--- config.mk ---
export PLATFORM = sky130hd
export DESIGN_NAME = immu_miss_ctrl
export DESIGN_NICKNAME = d
export VERILOG_FILES = /design/src/hw/immu_miss_ctrl.sv
export SDC_FILE = /design/constraint.sdc
export NUM_CORES = 1
export LEC_CHECK = 0
export BUFFER_PORTS_ARGS = -buffer_cell sky130_fd_sc_hd__buf_2
export CAP_MARGIN = 20
export CORE_AREA = 10 10 47 49
export CTS_BUF_LIST = sky130_fd_sc_hd__clkbuf_4 sky130_fd_sc_hd__clkbuf_8
export CTS_CLUSTER_DIAMETER = 60
export DETAILED_ROUTE_END_ITERATION = 6
export DIE_AREA = 0 0 57 59
export PLACE_DENSITY = 0.35
export SKIP_CTS_REPAIR_TIMING = 1
export SYNTH_ARGS = -nofsm -noshare
export SYNTH_HDL_FRONTEND = slang
export SYNTH_SLANG_ARGS = --single-unit
--- constraint.sdc ---
create_clock -name clk -period 2.04 [get_ports clk]
set_input_delay 0.204 -clock clk [delete_from_list [all_inputs] [get_ports clk]]
set_output_delay 0.204 -clock clk [all_outputs]
set_load 0.02 [all_outputs]
--- src/hw/immu_miss_ctrl.sv ---
`timescale 1ns/100ps

module immu_miss_ctrl (
    input  logic clk,
    input  logic rst_n,
    input  logic flush_flag,
    input  logic miss,
    input  logic advance,
    input  logic immu_miss_ready,
    input  logic pte_valid,
    input  logic pte_error,
    output logic immu_miss_valid,
    output logic pte_ready,
    output logic walk_resp,
    output logic walk_error,
    output logic fill
);

    typedef enum logic [1:0] {
        S_IDLE   = 2'd0,
        S_SUBMIT = 2'd1,
        S_WAIT   = 2'd3
    } state_t;

    state_t state;

    //************************************************************
    // walker request fsm
    //************************************************************
    always_ff @(posedge clk or negedge rst_n) begin
        if (!rst_n) begin
            state <= S_IDLE;
        end else if (flush_flag) begin
            state <= S_IDLE;
        end else begin
            case (state)
                S_IDLE: begin
                    if (miss) begin
                        state <= S_SUBMIT;
                    end
                end
                S_SUBMIT: begin
                    if (immu_miss_ready) begin
                        state <= S_WAIT;
                    end
                end
                S_WAIT: begin
                    // response only taken when the output slot is free
                    if (walk_resp && advance) begin
                        state <= S_IDLE;
                    end
                end
                default: begin
                    state <= S_IDLE;
                end
            endcase
        end
    end

    assign immu_miss_valid = (state == S_SUBMIT);
    assign pte_ready       = (state == S_WAIT);

    assign walk_resp  = pte_ready && pte_valid;
    assign walk_error = walk_resp && pte_error;

    // faulting ptes never reach the arrays
    assign fill = walk_resp && advance && !pte_error;

endmodule

==> metrics.yaml <==
status: "completed"
nets: 40
synth_top_area_cell: "dfrtp_1"
totalWireLength_um: 481
drv_cap: 0
syn_area_um2: 137.6
worstHoldStart: "flush_flag"
syn_area_per_cell_um2: 9.831
synth.area.mux_share: 0
cts_made_buffers: 3
tightest_slew_ns: 0.1901
fin_skew_ns: 0.004902
antenna_found_initial: 0
crit_family: "flip-flops"
ant_nets: 0
dieArea_um2: 3363
drtIter0Drc: 0
synthAdderAreaFrac: 0
n_antenna_cell: 0
path_clk_slew_ns: 0.03
critical_path_buf_inv_count: 1
worst_setup_path_end_kind: "primary output"
clock-sinks: 2
firstDrtPassIters: 1
worst_ep_required_time_ns: 1.84
synth-xor-area-share: 0
synth_top_family_by_area: "simple AND/OR/NAND/NOR gates"
yosys.area.top_type_share: 0.3636
synth_simple_gate_area_frac: 0.4727
dp_hpwl_um: 410.8
synthCells: 14
initial_core_util: 0.09821
synth.yosys.seq_area_share: 0.3636
maxSlewHeadroom: 0.8733
rows: 14
fin_tns_setup_ns: 0
grt_pass1_wl_um: 752
crit_chain: "and3_2, and2_1, buf_2"
cp.arrival_ns: 1.17
vias_per_cell: 3.609
final.min_clock_period_ns: 1.373
largest_register_ffs: 2
yosysWarnings: 0
ctsHtreeMaxLevel: 1
clock_path_buffers: 2
critPathMaxStageDelay_ns: 0.43
p_leak_nw: 0.1363
grt.overflow.total: 0
route.detailed.drc: 0
track_usage: 0.03116
core_area_um2: 1401
syn2layout_area_growth_pct: 81.82
grt_pass1_vias: 177
setup_viol: 0
root_buffer: "clkbuf_4"
peakVddDrop_mv: 0.2290
rsz0062_at_grt: "no"
hold_viol_final: 0
drv_slew: 0
vias: 166
wl_per_cell_um: 10.46
ys_async_sr_fraction: 1.000
synthTopCellsByCount: "2 x dfrtp_1, 2 x nor2_1"
synth_nets: 22
die_x_um: 57
critPathMaxFanout: 7
path_class: "flip-flop to primary output"
finalCritPeriodShare: 0.6732
cts_tree: "built"
grt_max_degree: 8
fin_util: 0.1786
ys_top_cells_by_area: "dfrtp_1 36%, nor4b_2 11%, a21bo_2 7.3%"
drive_gt1_frac: 0.6667
reg_top3: "state: 2 flops"
place.gp.congestion: 0.6847
synth_edf_count: 0
insertion_delay_ns: 0.22
critPathSlowestCell: "dfrtp_1"
ios: 13
top_register: "state"
die_y_um: 59
powerDensity_nw_per_um2: 643.3
port_buffers: 12
startpoint: "state[1]"
cp-start-kind: "flip-flop"
rr_startpoint: "state[1]"
ys.flop_type: "dfrtp_1"
synth_compound_gate_area_share: 0.1636
fmax_ghz: 0.7282
synth_cell_types: 12
min_path_type: "input pin to flip-flop"
ys_ff_latch: 2
-- per-layer routing --
layer | vias up | global-route usage | wire length [um]
li1 | 84 | - | -
met1 | 67 | 0.03695 | 269
met3 | 0 | 0.03433 | 74
met5 | - | 0 | 0
met2 | 15 | 0.02481 | 137
met4 | 0 | 0.03020 | 0
-- final cells by class --
| class | count | area, um2 |
|---|---|---|
| Clock buffer | 3 | 22.52 |
| Fill cell | 161 | 1151 |
| Multi-Input combinational cell | 12 | 87.58 |
| Sequential cell | 2 | 50.05 |
| Tap cell | 16 | 20.02 |
| Timing Repair Buffer | 13 | 70.07 |
-- path summary, 6_finish.rpt --
| kind | to | slack, ns | cells after the start |
|---|---|---|---|
| min in group asynchronous | state[0] | 0.29 | 2 |
| hold / removal | state[0] | 0.16 | 2 |
| hold reg to reg | state[1] | 0.64 | 1 |
| setup / recovery | walk_error | 0.67 | 3 |
| max in group asynchronous | state[1] | 1.65 | 2 |
| setup reg to reg | state[1] | 1.10 | 2 |
-- cell families after synthesis --
logic type	count (synthesis)
AND/OR/NAND/NOR	9
flip-flops	2
AO/OA/AOI/OAI	3
-- per-stage QoR --
stage / hold WS [ns] / instance area (um2) / cells / power (W) / setup slack [ns]
after floorplan: -0.09159 / 137.6 / 14 / 0.00005986 / 0.9541
after detailed placement: -0.008832 / 217.7 / 42 / 0.00007382 / 0.8972
after global routing: 0.1607 / 250.2 / 46 / 0.0001740 / 0.6168
after CTS: -0.2504 / 240.2 / 45 / 0.0001658 / 0.6572
final: 0.1565 / 250.2 / 46 / 0.0001610 / 0.6668
after global placement: -0.01170 / 217.7 / 42 / 0.00007242 / 0.9247
-- power by group --
group / switching, W / internal [W] / total, W
sequential: 0.00000399 / 0.0000427 / 0.0000467
combinational: 0.0000122 / 0.0000153 / 0.0000275
clock: 0.0000219 / 0.0000649 / 0.0000868
total: 0.0000381 / 0.000123 / 0.000161
-- layout by cell type, fill, tap and decap left out --
master         synthesis  routed
buf_2                  0      12
dfrtp_1                2       2
nor2_1                 2       2
nor4b_2                1       1
clkbuf_4               0       3
and3_1                 1       1
nand4_1                1       1
and2b_2                1       1
a21bo_2                1       1
and2_2                 1       1
and2_1                 1       1
and3_2                 1       1
dlygate4sd3_1          0       1
a21oi_1                1       1
o21bai_1               1       1
Power figures use the tool's default switching activity.
