===== config.mk =====
export PLATFORM = sky130hd
export DESIGN_NAME = tlb_4k_array_flat
export DESIGN_NICKNAME = d
export VERILOG_FILES = /design/src/hw/immu_pkg.sv /design/src/hw/tlb_lookup_if.sv /design/src/hw/plru_tree.sv /design/src/hw/tlb_4k_array.sv /design/src/flat_wrapper.sv
export SDC_FILE = /design/constraint.sdc
export NUM_CORES = 2
export LEC_CHECK = 0
export BUFFER_PORTS_ARGS = -buffer_cell sky130_fd_sc_hd__buf_2
export CORE_MARGIN = 1
export CORE_UTILIZATION = 50
export DETAILED_ROUTE_END_ITERATION = 12
export GPL_TIMING_DRIVEN = 1
export PLACE_DENSITY = 0.73
export SLEW_MARGIN = 10
export SYNTH_ARGS = -nofsm -noshare
export SYNTH_HDL_FRONTEND = slang
export SYNTH_HIERARCHICAL = 1
export SYNTH_SLANG_ARGS = --single-unit

===== constraint.sdc =====
create_clock -name clk -period 13.2 [get_ports clk]
set_clock_uncertainty 0.05 [all_clocks]
set_input_delay 0.66 -clock clk [delete_from_list [all_inputs] [get_ports clk]]
set_output_delay 0.66 -clock clk [all_outputs]
set_load 0.005 [all_outputs]

===== src/hw/immu_pkg.sv =====
package immu_pkg;

    //************************************************************
    // word widths
    //************************************************************
    localparam int VADDR_W = 64;
    localparam int PTE_W   = 128;
    localparam int ASID_W  = 16;

    //************************************************************
    // pte / tlb entry layout
    //************************************************************
    localparam int PTE_LVL_LSB  = 0;
    localparam int PTE_LVL_MSB  = 2;

    // virtual page tag with vpn2 at the top
    localparam int PTE_TAG_MSB  = 57;
    localparam int PTE_TAG_LSB  = 31;

    localparam int PTE_X        = 61;
    localparam int PTE_U        = 62;
    localparam int PTE_G        = 63;

    localparam int PTE_PPN_MSB  = 111;
    localparam int PTE_PPN_LSB  = 68;

    localparam int PTE_ASID_MSB = 127;
    localparam int PTE_ASID_LSB = 112;

    // page level codes
    localparam logic [2:0] LVL_4K = 3'd0;
    localparam logic [2:0] LVL_2M = 3'd1;
    localparam logic [2:0] LVL_1G = 3'd2;

    //************************************************************
    // privilege and satp
    //************************************************************
    localparam logic [1:0] PRV_M     = 2'd3;
    localparam logic [3:0] SATP_BARE = 4'd0;

    // bits above this one must copy it in sv39
    localparam int VA_SIG_MSB = 38;

endpackage


===== src/hw/tlb_lookup_if.sv =====
`timescale 1ns/100ps

interface tlb_lookup_if import immu_pkg::*; ();

    // lookup side
    logic [VADDR_W-1:0] vaddr;
    logic [ASID_W-1:0]  asid;
    logic               lookup_take;

    // refill from walker
    logic               fill;
    logic [PTE_W-1:0]   fill_pte;

    // result
    logic               hit;
    logic [PTE_W-1:0]   entry;

    modport array (
        input  vaddr,
        input  asid,
        input  lookup_take,
        input  fill,
        input  fill_pte,
        output hit,
        output entry
    );

    modport reader (
        input  hit,
        input  entry
    );

endinterface


===== src/hw/plru_tree.sv =====
`timescale 1ns/100ps

module plru_tree #(
    parameter int WAYS = 8
) (
    input  logic            clk,
    input  logic            rst_n,
    input  logic            touch,
    input  logic [WAYS-1:0] touch_sel,
    input  logic            replace,
    output logic [WAYS-1:0] victim
);

    localparam int LEVELS = $clog2(WAYS);

    // heap order with the children of node n at 2n+1 and 2n+2
    logic [WAYS-2:0]   tree;
    logic [WAYS-2:0]   tree_next;
    logic [LEVELS-1:0] victim_idx;
    logic [LEVELS-1:0] touch_idx;
    logic [LEVELS-1:0] use_idx;

    // follow the lru pointers down from the root
    always_comb begin : walk
        int node;
        node = 0;
        for (int l = 0; l < LEVELS; l++) begin
            node = 2 * node + 1 + int'(tree[node]);
        end
        victim_idx = LEVELS'(node - (WAYS - 1));
    end

    assign victim = WAYS'(1) << victim_idx;

    always_comb begin
        touch_idx = '0;
        for (int w = 0; w < WAYS; w++) begin
            if (touch_sel[w]) begin
                touch_idx = touch_idx | LEVELS'(w);
            end
        end
    end

    // a fill uses the victim way
    assign use_idx = replace ? victim_idx : touch_idx;

    // point every node on the path away from the used way
    always_comb begin : update
        int node;
        tree_next = tree;
        node = 0;
        for (int l = LEVELS - 1; l >= 0; l--) begin
            tree_next[node] = ~use_idx[l];
            node = 2 * node + 1 + int'(use_idx[l]);
        end
    end

    always_ff @(posedge clk or negedge rst_n) begin
        if (!rst_n) begin
            tree <= '0;
        end else if (touch || replace) begin
            tree <= tree_next;
        end
    end

endmodule


===== src/hw/tlb_4k_array.sv =====
`timescale 1ns/100ps

module tlb_4k_array import immu_pkg::*; #(
    parameter int NUM_4K = 32
) (
    input  logic          clk,
    input  logic          rst_n,
    input  logic          sflush,
    tlb_lookup_if.array   lk
);

    logic [PTE_W-1:0]  mem [NUM_4K];
    logic [NUM_4K-1:0] valid;
    logic [NUM_4K-1:0] hit_vec;
    logic [NUM_4K-1:0] victim;
    logic [PTE_W-1:0]  entry_sel;
    logic              wen;

    assign wen = lk.fill && (lk.fill_pte[PTE_LVL_MSB:PTE_LVL_LSB] == LVL_4K);

    //************************************************************
    // tag and asid compare
    //************************************************************
    for (genvar i = 0; i < NUM_4K; i++) begin : g_match
        logic tag_ok;
        logic asid_ok;
        assign tag_ok  = mem[i][PTE_TAG_MSB:PTE_TAG_LSB] == lk.vaddr[VA_SIG_MSB:12];
        assign asid_ok = (mem[i][PTE_ASID_MSB:PTE_ASID_LSB] == lk.asid) || mem[i][PTE_G];
        assign hit_vec[i] = valid[i] && tag_ok && asid_ok;
    end

    // at most one way matches
    always_comb begin
        entry_sel = '0;
        for (int i = 0; i < NUM_4K; i++) begin
            if (hit_vec[i]) begin
                entry_sel = entry_sel | mem[i];
            end
        end
    end

    assign lk.hit   = |hit_vec;
    assign lk.entry = entry_sel;

    //************************************************************
    // storage
    //************************************************************
    always_ff @(posedge clk) begin
        for (int i = 0; i < NUM_4K; i++) begin
            if (wen && victim[i]) begin
                mem[i] <= lk.fill_pte;
            end
        end
    end

    always_ff @(posedge clk or negedge rst_n) begin
        if (!rst_n) begin
            valid <= '0;
        end else if (sflush) begin
            valid <= '0;
        end else if (wen) begin
            valid <= valid | victim;
        end
    end

    plru_tree #(
        .WAYS (NUM_4K)
    ) u_plru (
        .clk       (clk),
        .rst_n     (rst_n),
        .touch     (lk.lookup_take && lk.hit),
        .touch_sel (hit_vec),
        .replace   (wen),
        .victim    (victim)
    );

endmodule


===== src/flat_wrapper.sv =====
// flat-port wrapper written by rule: the top's interface ports become plain ports
module tlb_4k_array_flat import immu_pkg::*;
#(
    parameter int NUM_4K = 32
)
  (clk, rst_n, sflush, lk_vaddr, lk_asid, lk_lookup_take, lk_fill, lk_fill_pte, lk_hit, lk_entry);
  tlb_lookup_if lk_i ();
  input  logic clk;
  input  logic rst_n;
  input  logic sflush;
  input wire logic [$bits(lk_i.vaddr)-1:0] lk_vaddr;
  input wire logic [$bits(lk_i.asid)-1:0] lk_asid;
  input wire logic [$bits(lk_i.lookup_take)-1:0] lk_lookup_take;
  input wire logic [$bits(lk_i.fill)-1:0] lk_fill;
  input wire logic [$bits(lk_i.fill_pte)-1:0] lk_fill_pte;
  output wire logic [$bits(lk_i.hit)-1:0] lk_hit;
  output wire logic [$bits(lk_i.entry)-1:0] lk_entry;
  assign lk_i.vaddr = lk_vaddr;
  assign lk_i.asid = lk_asid;
  assign lk_i.lookup_take = lk_lookup_take;
  assign lk_i.fill = lk_fill;
  assign lk_i.fill_pte = lk_fill_pte;
  assign lk_hit = lk_i.hit;
  assign lk_entry = lk_i.entry;
  tlb_4k_array #(.NUM_4K(NUM_4K)) u_core (.clk(clk), .rst_n(rst_n), .sflush(sflush), .lk(lk_i));
endmodule

==> impl_metrics.py <==
metrics = {
    "drt": {
        "viasPerCell": 7.19,
        "first_pass_iters": 8,
        "drtAntennaViolNets": 0,
        "drc": 0,
        "num_vias": 124620,
        "drt_iter0_drc": 20323,
        "wl_per_cell_um": 36.6,
        "drt-total-wl_mm": 635,
    },
    "critical_path": {
        "slowest_delay_ns": 0.97,
        "crit_top_cell": "ha_1",
        "rr_worst_depth": 22,
        "start_kind": "flop",
        "cp.arrival_ns": 10.07,
        "crit_start": "u_core/u_plru/tree[0]",
        "end_kind": "flop",
        "reg2reg_from": "u_core/u_plru/tree[0]",
        "crit_required_ns": 13.73,
        "crit_chain": "mux2i_4, ha_1, nor2b_1, a211o_1, a21bo_2, nand2_2, ha_1, mux4_2, mux2_1, a22o_2, nor2_8, inv_2, ha_1, inv_1, nor4_1, a311o_1, a211oi_1, a211oi_1, nand2_4, nor3_1, and2_4, buf_4",
        "crit_slowest_cell": "and2_4",
        "critPathKind": "reg -> reg",
        "worstPathMaxFanout": 49,
    },
    "global_route": {
        "grt_first_pass_wirelength_mm": 883,
        "grt_max_degree": 130,
        "antenna_found_initial": 68,
        "grt-ovfl-total": 0,
        "grt_pass1_vias": 117298,
        "grt_use_total_pct": 33.9,
    },
    "yosys": {
        "syn_inst": 12210,
        "synth-xor-area-share_pct": 6.72,
        "ys_warn_count": 6,
        "syn_avg_cell_area_um2": 14.8,
        "yosys_register_bits": 4159,
        "async_reset_ff_share_pct": 1.51,
        "synth.net_count": 12440,
        "ys_types": 91,
        "yosysTopAreaCellShare_pct": 68.0,
        "synth-simple-area-share_pct": 6.99,
        "synth_top_family_by_area": "compound AO/OA/AOI/OAI gates",
        "yosysMostFrequentCell": "edfxtp_1",
        "synth_edf_count": 4096,
        "ys_top_cells_by_count": "edfxtp_1 (4096), o2111ai_1 (1270), xnor2_1 (1255)",
        "yosys-top-cells-area": "edfxtp_1 (68%), o2111ai_1 (6.2%), xnor2_1 (6.1%)",
        "synth_ff_type": "edfxtp_1",
        "synthAdderAreaFrac_pct": 0.118,
        "synth_top_area_cell": "edfxtp_1",
        "seq_area_frac_synth_pct": 68.9,
        "netlist_area_mm2": 0.181,
        "synthMuxAreaShare_pct": 0.202,
        "synth-compound-area-share_pct": 11.9,
    },
    "timing": {
        "slew_headroom_pct": -17.4,
        "finalSetupViolCount": 0,
        "tns_ns": 0,
        "rsz0062_at_grt": "no",
        "finalCriticalPeriod_ns": 9.54,
        "final.period_utilization_pct": 72.3,
        "fin_ws_ns": 3.66,
        "drv_slew": 60,
        "hold_violations": 0,
        "fmax_mhz": 105,
        "worstMarginPinSlew_ns": 1.76,
    },
    "floorplan": {
        "io_pins": 342,
        "rows": 220,
        "core_mm2": 0.359,
        "die-area_mm2": 0.364,
        "die_h_um": 603,
        "die_x_um": 603,
        "initial_core_util_pct": 50.3,
    },
    "cts": {
        "clock_path_buffers": 4,
        "clock_sinks": 4159,
        "cts-root-buf": "clkbuf_16",
        "tritoncts": "built",
        "cts_max_level": 5,
        "post-cts-setup-buffers": 0,
        "clkLatencyLatePin_ns": 0.99,
        "cts_buffers": 406,
        "clk_pin_slew_ns": 0.07,
    },
    "min_path": {
        "worstHoldStart": "lk_fill_pte[104]",
        "hold_depth": 1,
        "worstHoldPathType": "in -> reg",
    },
    "finish": {
        "post-route-util_pct": 55.4,
        "final_nets": 12417,
        "drive_above_1_share_pct": 11.1,
        "fill_cells": 27861,
        "stdcell_count": 17324,
        "syn_to_final_growth_pct": 10.1,
    },
    "placed_design": {
        "hpwl_mm": 370,
        "place_congestion": 0.976,
        "placed_cells": 16548,
        "place_ws_ns": 3.93,
        "portBuffers": 304,
    },
    "power": {
        "leakage_nw": 64.0,
        "power_density_mw_per_mm2": 136,
        "report.power.total_w": 0.0271,
        "ir_drop_mv": 0.131,
    },
    "status": {
        "status": "complete, but fails checks",
        "violations": "capacitance limit, slew limit",
    },
    "flow_run": {
        "max_cap_violations": 2,
    },
}
==> metal layers <==
metal / routed length (um) / vias to the layer above / GRT usage, %
li1: - / 49249 / -
met1: 214000 / 61531 / 42.9
met2: 274000 / 11358 / 50.4
met3: 95000 / 2438 / 10.9
met4: 50400 / 44 / 21.7
met5: 341 / - / 0
==> through the flow <==
stage	area (um^2)	hold WS, ns
after global routing	199000	0.0995
after detailed placement	186000	0.438
final	199000	0.0837
after CTS	199000	0.0356
after floorplan	181000	0.314
after global placement	186000	0.435
==> final cells by class <==
type                       count  area (um^2)  share of cell area (%)
sequential                  4159       125000                    62.6
clock buffer                 502        10600                    5.34
antenna                       29         72.6                  0.0365
inverter                     831         3120                    1.57
clock inverter               241         2230                    1.12
tap                         4773         5970                    3.00
timing repair buffer         657         4690                    2.36
multi-input combinational   6132        47700                    24.0
==> sequential cells by signal, indices dropped and copies added (netlist names) <==
signal,cells
u_core/mem,4096
u_core/u_plru/tree,31
u_core/valid,32
==> cells by family (layout without fill, tap and decap cells) <==
logic type               Yosys count  in the layout
other                              0             29
adder cells (fa/ha/maj)           17             17
AND/OR/NAND/NOR                 2231           2231
buffers and inverters           1919           2231
XOR/XNOR                        1387           1387
AO/OA/AOI/OAI                   2475           2475
multiplexers                      22             22
flip-flops                      4159           4159
==> final timing paths <==
kind	endpoint	slack [ns]
setup / recovery	u_core/mem[0][1734]	3.66
hold / removal	u_core/mem[1][1896]	0.08
setup reg to reg	u_core/mem[0][1734]	3.66
hold reg to reg	u_core/valid[2]	0.45
max in group asynchronous	u_core/u_plru/tree[6]	11.66
min in group asynchronous	u_core/valid[2]	0.23
==> worst max-delay path, delay by kind of cell (launching register included) <==
family / cells / cell delay (ns)
and+or+nand+nor: 7 / 2.47
DFF: 1 / 0.50
AOI/OAI and AO/OA: 6 / 1.52
muxes: 3 / 1.49
adders and majority gates: 3 / 1.68
buffers and inverters: 3 / 1.20
==> cells in the final DEF, fill, tap and decap left out, types with 11 or more instances in the layout <==
cell,synthesis,final
clkinv_1,1,89
and2_1,123,90
a2111oi_0,483,416
xor2_1,132,132
nor4_2,9,30
a2111oi_1,26,69
inv_1,827,827
clkinvlp_4,0,11
ha_1,17,17
and2_4,0,33
nor4_1,94,66
dfrtp_1,63,63
nand4_1,1221,1221
clkbuf_1,346,89
a31oi_1,12,12
xnor2_1,1255,1255
bufinv_16,0,30
o2111ai_1,1270,1270
and3_1,136,135
o21ai_0,19,19
diode_2,0,29
buf_4,86,309
nor2_1,434,434
a22o_1,508,508
edfxtp_1,4096,4096
buf_2,463,303
clkinv_2,0,84
nor3_1,58,44
a2111oi_2,0,22
nor3_2,0,12
a21oi_1,29,29
nand3_1,53,53
buf_12,7,41
nand2_1,78,78
clkbuf_16,0,409
==> timing repair <==
item	4_1_cts	5_1_grt
hold buffers	1	0
resized for setup	0	0
hold endpoints to repair	25	0
setup endpoints to repair	0	0
==> power breakdown <==
part / internal, W / switching (W) / leakage, nW / total [W]
clock network: 0.00632 / 0.00509 / 6.28 / 0.0114
logic: 0.000273 / 0.000809 / 20.1 / 0.00108
registers: 0.0146 / 0.0000361 / 37.7 / 0.0146
Note: power is estimated with default switching activity, not from simulation.
