$ cat src/hw/immu_pkg.sv
package immu_pkg;

    //************************************************************
    // word widths
    //************************************************************
    localparam int VADDR_W = 64;
    localparam int PTE_W   = 128;
    localparam int ASID_W  = 16;

    //************************************************************
    // pte / tlb entry layout
    //************************************************************
    localparam int PTE_LVL_LSB  = 0;
    localparam int PTE_LVL_MSB  = 2;

    // virtual page tag with vpn2 at the top
    localparam int PTE_TAG_MSB  = 57;
    localparam int PTE_TAG_LSB  = 31;

    localparam int PTE_X        = 61;
    localparam int PTE_U        = 62;
    localparam int PTE_G        = 63;

    localparam int PTE_PPN_MSB  = 111;
    localparam int PTE_PPN_LSB  = 68;

    localparam int PTE_ASID_MSB = 127;
    localparam int PTE_ASID_LSB = 112;

    // page level codes
    localparam logic [2:0] LVL_4K = 3'd0;
    localparam logic [2:0] LVL_2M = 3'd1;
    localparam logic [2:0] LVL_1G = 3'd2;

    //************************************************************
    // privilege and satp
    //************************************************************
    localparam logic [1:0] PRV_M     = 2'd3;
    localparam logic [3:0] SATP_BARE = 4'd0;

    // bits above this one must copy it in sv39
    localparam int VA_SIG_MSB = 38;

endpackage

$ cat src/hw/tlb_lookup_if.sv
`timescale 1ns/100ps

interface tlb_lookup_if import immu_pkg::*; ();

    // lookup side
    logic [VADDR_W-1:0] vaddr;
    logic [ASID_W-1:0]  asid;
    logic               lookup_take;

    // refill from walker
    logic               fill;
    logic [PTE_W-1:0]   fill_pte;

    // result
    logic               hit;
    logic [PTE_W-1:0]   entry;

    modport array (
        input  vaddr,
        input  asid,
        input  lookup_take,
        input  fill,
        input  fill_pte,
        output hit,
        output entry
    );

    modport reader (
        input  hit,
        input  entry
    );

endinterface

$ cat src/hw/plru_tree.sv
`timescale 1ns/100ps

module plru_tree #(
    parameter int WAYS = 8
) (
    input  logic            clk,
    input  logic            rst_n,
    input  logic            touch,
    input  logic [WAYS-1:0] touch_sel,
    input  logic            replace,
    output logic [WAYS-1:0] victim
);

    localparam int LEVELS = $clog2(WAYS);

    // heap order with the children of node n at 2n+1 and 2n+2
    logic [WAYS-2:0]   tree;
    logic [WAYS-2:0]   tree_next;
    logic [LEVELS-1:0] victim_idx;
    logic [LEVELS-1:0] touch_idx;
    logic [LEVELS-1:0] use_idx;

    // follow the lru pointers down from the root
    always_comb begin : walk
        int node;
        node = 0;
        for (int l = 0; l < LEVELS; l++) begin
            node = 2 * node + 1 + int'(tree[node]);
        end
        victim_idx = LEVELS'(node - (WAYS - 1));
    end

    assign victim = WAYS'(1) << victim_idx;

    always_comb begin
        touch_idx = '0;
        for (int w = 0; w < WAYS; w++) begin
            if (touch_sel[w]) begin
                touch_idx = touch_idx | LEVELS'(w);
            end
        end
    end

    // a fill uses the victim way
    assign use_idx = replace ? victim_idx : touch_idx;

    // point every node on the path away from the used way
    always_comb begin : update
        int node;
        tree_next = tree;
        node = 0;
        for (int l = LEVELS - 1; l >= 0; l--) begin
            tree_next[node] = ~use_idx[l];
            node = 2 * node + 1 + int'(use_idx[l]);
        end
    end

    always_ff @(posedge clk or negedge rst_n) begin
        if (!rst_n) begin
            tree <= '0;
        end else if (touch || replace) begin
            tree <= tree_next;
        end
    end

endmodule

$ cat src/hw/tlb_sp_array.sv
`timescale 1ns/100ps

module tlb_sp_array import immu_pkg::*; #(
    parameter int NUM_SP = 8
) (
    input  logic          clk,
    input  logic          rst_n,
    input  logic          sflush,
    tlb_lookup_if.array   lk
);

    // tag slices for superpage compare
    localparam int TAG_1G_LSB = PTE_TAG_MSB - 8;
    localparam int TAG_2M_LSB = PTE_TAG_MSB - 17;

    logic [PTE_W-1:0]  mem [NUM_SP];
    logic [NUM_SP-1:0] valid;
    logic [NUM_SP-1:0] hit_vec;
    logic [NUM_SP-1:0] victim;
    logic [PTE_W-1:0]  entry_sel;
    logic              wen;

    // 2M and 1G pages share this array
    assign wen = lk.fill && (lk.fill_pte[PTE_LVL_MSB:PTE_LVL_LSB] != LVL_4K);

    //************************************************************
    // level-dependent match
    //************************************************************
    for (genvar i = 0; i < NUM_SP; i++) begin : g_match
        logic [2:0] lvl;
        logic       asid_ok;
        logic       hit_1g;
        logic       hit_2m;
        assign lvl     = mem[i][PTE_LVL_MSB:PTE_LVL_LSB];
        assign asid_ok = (mem[i][PTE_ASID_MSB:PTE_ASID_LSB] == lk.asid) || mem[i][PTE_G];
        assign hit_1g  = (lvl == LVL_1G)
                      && (mem[i][PTE_TAG_MSB:TAG_1G_LSB] == lk.vaddr[VA_SIG_MSB:30]);
        assign hit_2m  = (lvl == LVL_2M)
                      && (mem[i][PTE_TAG_MSB:TAG_2M_LSB] == lk.vaddr[VA_SIG_MSB:21]);
        assign hit_vec[i] = valid[i] && asid_ok && (hit_1g || hit_2m);
    end

    always_comb begin
        entry_sel = '0;
        for (int i = 0; i < NUM_SP; i++) begin
            if (hit_vec[i]) begin
                entry_sel = entry_sel | mem[i];
            end
        end
    end

    assign lk.hit   = |hit_vec;
    assign lk.entry = entry_sel;

    //************************************************************
    // storage
    //************************************************************
    always_ff @(posedge clk) begin
        for (int i = 0; i < NUM_SP; i++) begin
            if (wen && victim[i]) begin
                mem[i] <= lk.fill_pte;
            end
        end
    end

    always_ff @(posedge clk or negedge rst_n) begin
        if (!rst_n) begin
            valid <= '0;
        end else if (sflush) begin
            valid <= '0;
        end else if (wen) begin
            valid <= valid | victim;
        end
    end

    plru_tree #(
        .WAYS (NUM_SP)
    ) u_plru (
        .clk       (clk),
        .rst_n     (rst_n),
        .touch     (lk.lookup_take && lk.hit),
        .touch_sel (hit_vec),
        .replace   (wen),
        .victim    (victim)
    );

endmodule

$ cat src/flat_wrapper.sv
// flat-port wrapper written by rule: the top's interface ports become plain ports
module tlb_sp_array_flat import immu_pkg::*;
#(
    parameter int NUM_SP = 8
)
  (clk, rst_n, sflush, lk_vaddr, lk_asid, lk_lookup_take, lk_fill, lk_fill_pte, lk_hit, lk_entry);
  tlb_lookup_if lk_i ();
  input  logic clk;
  input  logic rst_n;
  input  logic sflush;
  input wire logic [$bits(lk_i.vaddr)-1:0] lk_vaddr;
  input wire logic [$bits(lk_i.asid)-1:0] lk_asid;
  input wire logic [$bits(lk_i.lookup_take)-1:0] lk_lookup_take;
  input wire logic [$bits(lk_i.fill)-1:0] lk_fill;
  input wire logic [$bits(lk_i.fill_pte)-1:0] lk_fill_pte;
  output wire logic [$bits(lk_i.hit)-1:0] lk_hit;
  output wire logic [$bits(lk_i.entry)-1:0] lk_entry;
  assign lk_i.vaddr = lk_vaddr;
  assign lk_i.asid = lk_asid;
  assign lk_i.lookup_take = lk_lookup_take;
  assign lk_i.fill = lk_fill;
  assign lk_i.fill_pte = lk_fill_pte;
  assign lk_hit = lk_i.hit;
  assign lk_entry = lk_i.entry;
  tlb_sp_array #(.NUM_SP(NUM_SP)) u_core (.clk(clk), .rst_n(rst_n), .sflush(sflush), .lk(lk_i));
endmodule
$ cat config.mk
export PLATFORM = sky130hd
export DESIGN_NAME = tlb_sp_array_flat
export DESIGN_NICKNAME = d
export VERILOG_FILES = /design/src/hw/immu_pkg.sv /design/src/hw/tlb_lookup_if.sv /design/src/hw/plru_tree.sv /design/src/hw/tlb_sp_array.sv /design/src/flat_wrapper.sv
export SDC_FILE = /design/constraint.sdc
export NUM_CORES = 1
export LEC_CHECK = 0
export ABC_AREA = 0
export BUFFER_PORTS_ARGS = -buffer_cell sky130_fd_sc_hd__buf_2
export CAP_MARGIN = 30
export CORE_ASPECT_RATIO = 1.5
export CORE_UTILIZATION = 54
export CTS_CLUSTER_SIZE = 12
export DETAILED_ROUTE_END_ITERATION = 7
export MAX_ROUTING_LAYER = met4
export PLACE_DENSITY = 0.76
export SLEW_MARGIN = 20
export SYNTH_ARGS = -nofsm -noshare
export SYNTH_HDL_FRONTEND = slang
export SYNTH_HIERARCHICAL = 1
export SYNTH_SLANG_ARGS = --single-unit
$ cat constraint.sdc
create_clock -name clk -period 4.2 [get_ports clk]
set_input_delay 0.63 -clock clk [delete_from_list [all_inputs] [get_ports clk]]
set_output_delay 0.63 -clock clk [all_outputs]
set_load 0.05 [all_outputs]
==> qor.csv, run 1 <==
stage,metric,value,unit
global_route,global-route wire length before repair,190000,um
worst_setup_path,max incr delay on CP,0.44,ns
worst_setup_path,R2R Path Start,u_core/mem[1][244],
floorplan,Core ar.,81200,um^2
routing,vias per cell,6.82,
job,max-capacitance violation count,0,
timing,Slew headroom,0.342,
global_route,largest net degree at the start of global routing,99,
global_route,initial antenna violation count,31,
routing,final wirelength,128000,um
timing,RSZ-0062 raised after global routing,false,
global_route,vias in the first global route,29793,
floorplan,Die ar.,83100,um^2
floorplan,overall die height,353,um
global_route,total gr overflow,0,
routing,Routed Antenna Nets,0,
placement,Post-DP HPWL,75800,um
synth,mapped cell area,44300,um^2
worst_setup_path,Worst Path Arrival,3.51,ns
floorplan,Site Rows,128,
timing,Clock Skew,0.0228,ns
layout,area of the multi-input gates,11000,um^2
clocking,CTS Buf Count,100,
worst_setup_path,type of the worst setup path,reg -> out,
worst_setup_path,CP startpoint kind,flip-flop,
layout,Non-Filler Instances,4279,
timing,worst slew pin tran,0.986,ns
floorplan,die width,236,um
timing,final hold vios,0,
timing,pins over their slew limit,0,
clocking,Root Driver,clkbuf_16,
placement,# placed instances,4108,
power,Total Power Consumption,21.8,mW
routing,Starting DRT DRC Count,3453,
layout,number of fill cells,5719,
power,P per Cell Area,430,nW/um^2
clocking,CTS tree,done,
worst_setup_path,WP data required,3.57,ns
worst_setup_path,critical path's slowest cell,a211oi_4,
synth,cells after synthesis,2924,
synth,syn_nets,3141,
worst_setup_path,crit path capture type,output pin,
layout,Reg area,31100,um^2
worst_setup_path,worst path cell trace,xor2_1 -> nor4_2 -> nand4_1 -> a211oi_4 -> buf_12 -> buf_4 -> a22o_1 -> a2111o_1 -> buf_2,
timing,minimum clock period,4.14,ns
clocking,"CTS clk-pin slew, worst paths",0.06,ns
worst_setup_path,slack of the worst reg-to-reg path,0.85,ns
clocking,Max Buffers Root-to-Sink,3,
routing,DRC Markers,0,
worst_setup_path,worst setup path start,u_core/mem[1][509],
floorplan,I/O pins,342,
worst_setup_path,CP Max Fanout,20,
synth,syn_area_per_cell,15.1,um^2
clocking,worst-skew pair later-pin latency,0.67,ns
placement,port bufs,294,
worst_hold_path,Worst Hold Class,in -> reg,
placement,gpl congestion,0.981,
worst_setup_path,Reg2Reg Depth,10,
routing,drt pass-1 iters,5,
power,Peak VDD IR,0.434,mV
clocking,clk sink count,1039,
timing,Final Setup Violations,0,
timing,Post-Route Setup TNS,0,ns
synth,Yosys Warn Count,6,
layout,area grow syn2layout,14.5,%
floorplan,Starting Density,0.545,
power,Pleak,18.3,nW
global_route,Total GRT Usage,0.316,
layout,share of layout cells above drive strength 1,0.175,
timing,fmax,0.242,GHz
routing,Vias,29165,
layout,Final nets,3392,
clocking,H-tree depth,3,
worst_setup_path,Worst R2R End,u_core/u_plru/tree[2],
routing,average routed wire per standard cell,30.0,um
outcome,status,"finished, final reports clean",
timing,period utilization,0.985,
worst_setup_path,crit path capture,lk_entry[32],
## cell type report
cell class / instances / area share
diodes: 30 / 0.00148
clock buffers: 119 / 0.0521
clock inverters: 17 / 0.00309
inverters: 261 / 0.0193
multi-input cells: 1362 / 0.217
flip-flops and latches: 1039 / 0.614
well taps: 1040 / 0.0257
repair buffers: 411 / 0.0669
## placed cells by master, fill, tap and decap left out, drive strengths merged, types with 5 or more instances in the layout
cell type	n
nand2	9
diode	30
xnor2	156
nor2	157
clkinv	11
nand3	6
edfxtp	1024
and2	8
nor4	33
clkbuf	121
a22o	126
inv	265
xor2	116
a21oi	5
dfrtp	15
a2111o	126
nand4	167
buf	408
o2111ai	380
nor3	16
nor3b	6
## where the power goes
part | total (mW) | internal (mW) | switching (mW)
clock | 8.12 | 4.50 | 3.61
sequential | 12.3 | 12.1 | 0.223
combinational | 1.35 | 0.346 | 1.01
total | 21.8 | 16.9 | 4.85
## flip-flops by register name, summed over array words and instances (netlist names)
signal and count:
u_core/valid 8, u_core/u_plru/tree 7, u_core/mem 1024
## layer usage
metal / vias to the layer above / share of wire / global-route usage
li1: 12268 / - / -
met1: 14464 / 0.35 / 0.375
met2: 2040 / 0.50 / 0.508
met3: 393 / 0.10 / 0.0618
met4: 0 / 0.052 / 0.175
met5: - / 0 / -
## per-stage QoR
stage	setup WS, ns	util	area [um^2]	hold slack (ns)
floorplan	1.05	-	44300	0.334
global placement	0.321	0.587	47700	0.481
detailed placement	0.278	0.587	47700	0.494
CTS	0.0303	0.622	50500	0.186
global route	0.00224	0.624	50700	0.220
finish	0.0624	0.624	50700	0.223
## worst max-delay path, delay by kind of cell, from the launching register on
kind / cells / cell delay, ns
simple gates: 2 / 0.68
buf+inv: 3 / 0.80
compound gates: 3 / 0.72
flops: 1 / 0.40
xor+xnor: 1 / 0.22
## worst min-delay path by stage
stage                    start                     to  slack [ns]  cells past startpoint
5_1_grt        lk_fill_pte[59]     u_core/mem[1][187]        0.22                      1
4_1_cts        lk_fill_pte[59]     u_core/mem[1][315]        0.19                      1
3_5_place_dp   u_core/valid[0]        u_core/valid[0]        0.49                      2
2_1_floorplan            rst_n  u_core/u_plru/tree[0]        0.33                      0
6_report       lk_fill_pte[60]     u_core/mem[0][444]        0.22                      1
3_3_place_gp   u_core/valid[6]        u_core/valid[6]        0.48                      2
## what timing repair did
item / CTS / global route
hold buffers: 1 / 0
pin swaps: 0 / 2
hold endpoints to repair: 15 / 0
endpoints found under the setup margin: 1 / 67
gates resized for setup: 1 / 6
gates cloned: 0 / 1
buffers inserted: 0 / 3
Note: power is estimated with default switching activity, not from simulation.
==> run 2: changes to the inputs <==
- CORE_ASPECT_RATIO: 1.5 -> not set
- CORE_MARGIN: not set -> 8
- RECOVER_POWER: not set -> 50
==> run 2 against run 1 <==
  * The run now ends with max-capacitance violations, max-slew violations left
  * First-iteration DRC count grew 11%
  * Sequential cell count is the same
  * Fmax shrank 0.18%
  * Register-to-register slack lost 0.09 ns
  * Clock power grew 5.5%
  * Non-clock buffer count shrank 3
  * Clock-buffer cell count grew 12
  * Sequential power is essentially flat
  * Combinational power is essentially flat
  * Power grew 2.0%
  * Clock skew grew 0.038 ns
  * Cell area grew 0.87%
  * Critical path type unchanged
  * Largest power group unchanged
==> qor.csv, run 2 (same netlist as run 1, synthesis figures left out) <==
stage,metric,value,unit
power,Pleak,18.1,nW
worst_setup_path,Worst Path Arrival,3.52,ns
timing,final hold vios,0,
clocking,worst-skew pair later-pin latency,0.70,ns
floorplan,Starting Density,0.542,
timing,Post-Route Setup TNS,0,ns
routing,final wirelength,129000,um
global_route,initial antenna violation count,32,
worst_setup_path,Worst R2R End,u_core/u_plru/tree[2],
routing,DRC Markers,0,
layout,"commonest non-fill, non-tap cell in the layout",edfxtp_1,
outcome,status,"finished, violations left",
layout,flip-flop count of the largest register after layout,1024,
timing,pins over their slew limit,95,
timing,fmax,0.241,GHz
clocking,Max Buffers Root-to-Sink,3,
timing,period utilization,0.987,
worst_hold_path,hold wc startpoint,lk_fill_pte[72],
routing,Top Layer Used,met4,
global_route,vias in the first global route,29956,
floorplan,overall die height,302,um
worst_hold_path,worst hold stages,1,
routing,met2 routed WL,60900,um
placement,gpl congestion,0.965,
timing,worst setup margin,0.0550,ns
power,Combinational Power Share,0.059,
placement,port bufs,294,
power,Clk pwr share,0.386,
worst_hold_path,Worst Hold Endpoint,u_core/mem[1][328],
power,sw power,5.11,mW
worst_setup_path,type of the worst setup path,reg -> out,
job,max-capacitance violation count,4,
routing,vias per cell,6.75,
worst_setup_path,CP startpoint kind,flip-flop,
layout,top flop regs,"u_core/mem (1024), u_core/valid (8), u_core/u_plru/tree (7)",
timing,minimum clock period,4.15,ns
power,Peak VDD IR,0.393,mV
worst_setup_path,crit path capture type,output pin,
clocking,clk sink count,1039,
worst_setup_path,CP Max Fanout,19,
worst_setup_path,Reg2Reg Depth,11,
timing,Final Setup Violations,0,
outcome,violated checks,"max-capacitance violations, max-slew violations",
clocking,CTS tree,done,
placement,Post-DP HPWL,75300,um
clocking,H-tree depth,3,
worst_setup_path,WP data required,3.57,ns
placement,setup slack at placement,0.180,ns
layout,most frequent cells in the layout,"edfxtp_1 (1024), o2111ai_1 (374), inv_1 (261)",
power,part of the power in registers,0.555,
floorplan,Core ar.,81600,um^2
power,sw frac,0.230,
timing,Clock Skew,0.0606,ns
global_route,largest net degree at the start of global routing,92,
layout,Final nets,3396,
routing,average routed wire per standard cell,29.8,um
worst_hold_path,Worst Hold Class,in -> reg,
routing,drt pass-1 iters,6,
floorplan,die width,302,um
clocking,Root Driver,clkbuf_16,
layout,area grow syn2layout,15.5,%
global_route,global-route wire length before repair,190000,um
timing,worst slew pin tran,1.94,ns
clocking,CTS Buf Count,107,
worst_setup_path,slack of the worst reg-to-reg path,0.76,ns
floorplan,Site Rows,105,
global_route,Total GRT Usage,0.284,
routing,Vias,29351,
power,Internal Pwr Total,17.1,mW
layout,Largest Register,u_core/mem,
layout,share of layout cells above drive strength 1,0.138,
power,P per Cell Area,435,nW/um^2
timing,RSZ-0062 raised after global routing,false,
timing,Slew headroom,-0.295,
floorplan,Die ar.,91400,um^2
routing,metal3 WL,15800,um
routing,Metal-1 WL,48200,um
routing,Routed Antenna Nets,0,
global_route,total gr overflow,0,
layout,number of fill cells,5695,
routing,Starting DRT DRC Count,3827,
clocking,"CTS clk-pin slew, worst paths",0.06,ns
worst_setup_path,R2R Path Start,u_core/mem[1][432],
floorplan,I/O pins,342,
[run 2: worst max path at each step]
| stage | slack [ns] | startpoint | endpoint | cells after the start |
|---|---|---|---|---|
| 6_report | 0.05 | u_core/mem[1][432] | lk_entry[39] | 9 |
| 2_1_floorplan | 1.05 | lk_vaddr[25] | lk_entry[100] | 9 |
| 4_1_cts | 0.01 | u_core/mem[1][509] | lk_entry[39] | 9 |
| 3_3_place_gp | 0.26 | lk_vaddr[28] | lk_entry[3] | 10 |
| 3_5_place_dp | 0.18 | lk_vaddr[28] | lk_entry[3] | 10 |
| 5_1_grt | 0.007 | u_core/mem[0][113] | lk_entry[39] | 10 |
[run 2: layout make-up]
type / count / area [um^2] / area share
antenna: 33 / 82.6 / 0.00162
clock buffer: 131 / 2770 / 0.0542
clock inverter: 44 / 358 / 0.00700
inverter: 261 / 980 / 0.0192
multi-input combinational: 1362 / 11000 / 0.216
sequential: 1039 / 31100 / 0.609
tap: 1070 / 1340 / 0.0262
timing repair buffer: 408 / 3410 / 0.0667
[run 2: routing by layer]
| layer | track usage | up-vias |
|---|---|---|
| met2 | 0.435 | 2058 |
| li1 | - | 12307 |
| met1 | 0.363 | 14639 |
| met3 | 0.0747 | 347 |
| met5 | - | - |
| met4 | 0.112 | 0 |
[run 2: worst max-delay path, stage by stage, from the launching register on]
cell      delay [ns]
edfxtp_1        0.41
xor2_1          0.18
nor4_1          0.52
a31oi_1         0.29
a211oi_4        0.37
buf_12          0.25
buf_12          0.19
a22o_1          0.18
a2111o_1        0.19
clkbuf_4        0.26
[run 2: timing repair]
item	in CTS	in global routing
hold buffers	1	0
buffers inserted	0	1
resized for setup	1	17
setup endpoints to repair	56	95
endpoints found under the hold margin	15	0
gates cloned	0	0
pin swaps	1	4
[run 2: power by group through the flow]
stage               Clock (mW)  Combinational (mW)  Sequential, mW
floorplan                    0               0.662            12.5
global placement             0                1.28            12.5
detailed placement           0                1.31            12.5
CTS                       8.66                1.32            12.3
global route              9.08                1.39            12.4
finish                    8.57                1.32            12.3
[run 2: per-stage QoR]
stage	cells	area (um^2)	utilization	hold WS (ns)	power (mW)
final	4348	51100	0.626	0.283	22.2
after global routing	4343	51100	0.626	0.272	22.8
after CTS	4314	51100	0.626	0.158	22.3
after detailed placement	4138	48000	0.588	0.489	13.8
after global placement	4138	48000	0.588	0.480	13.8
after floorplan	2924	44300	-	0.334	13.2
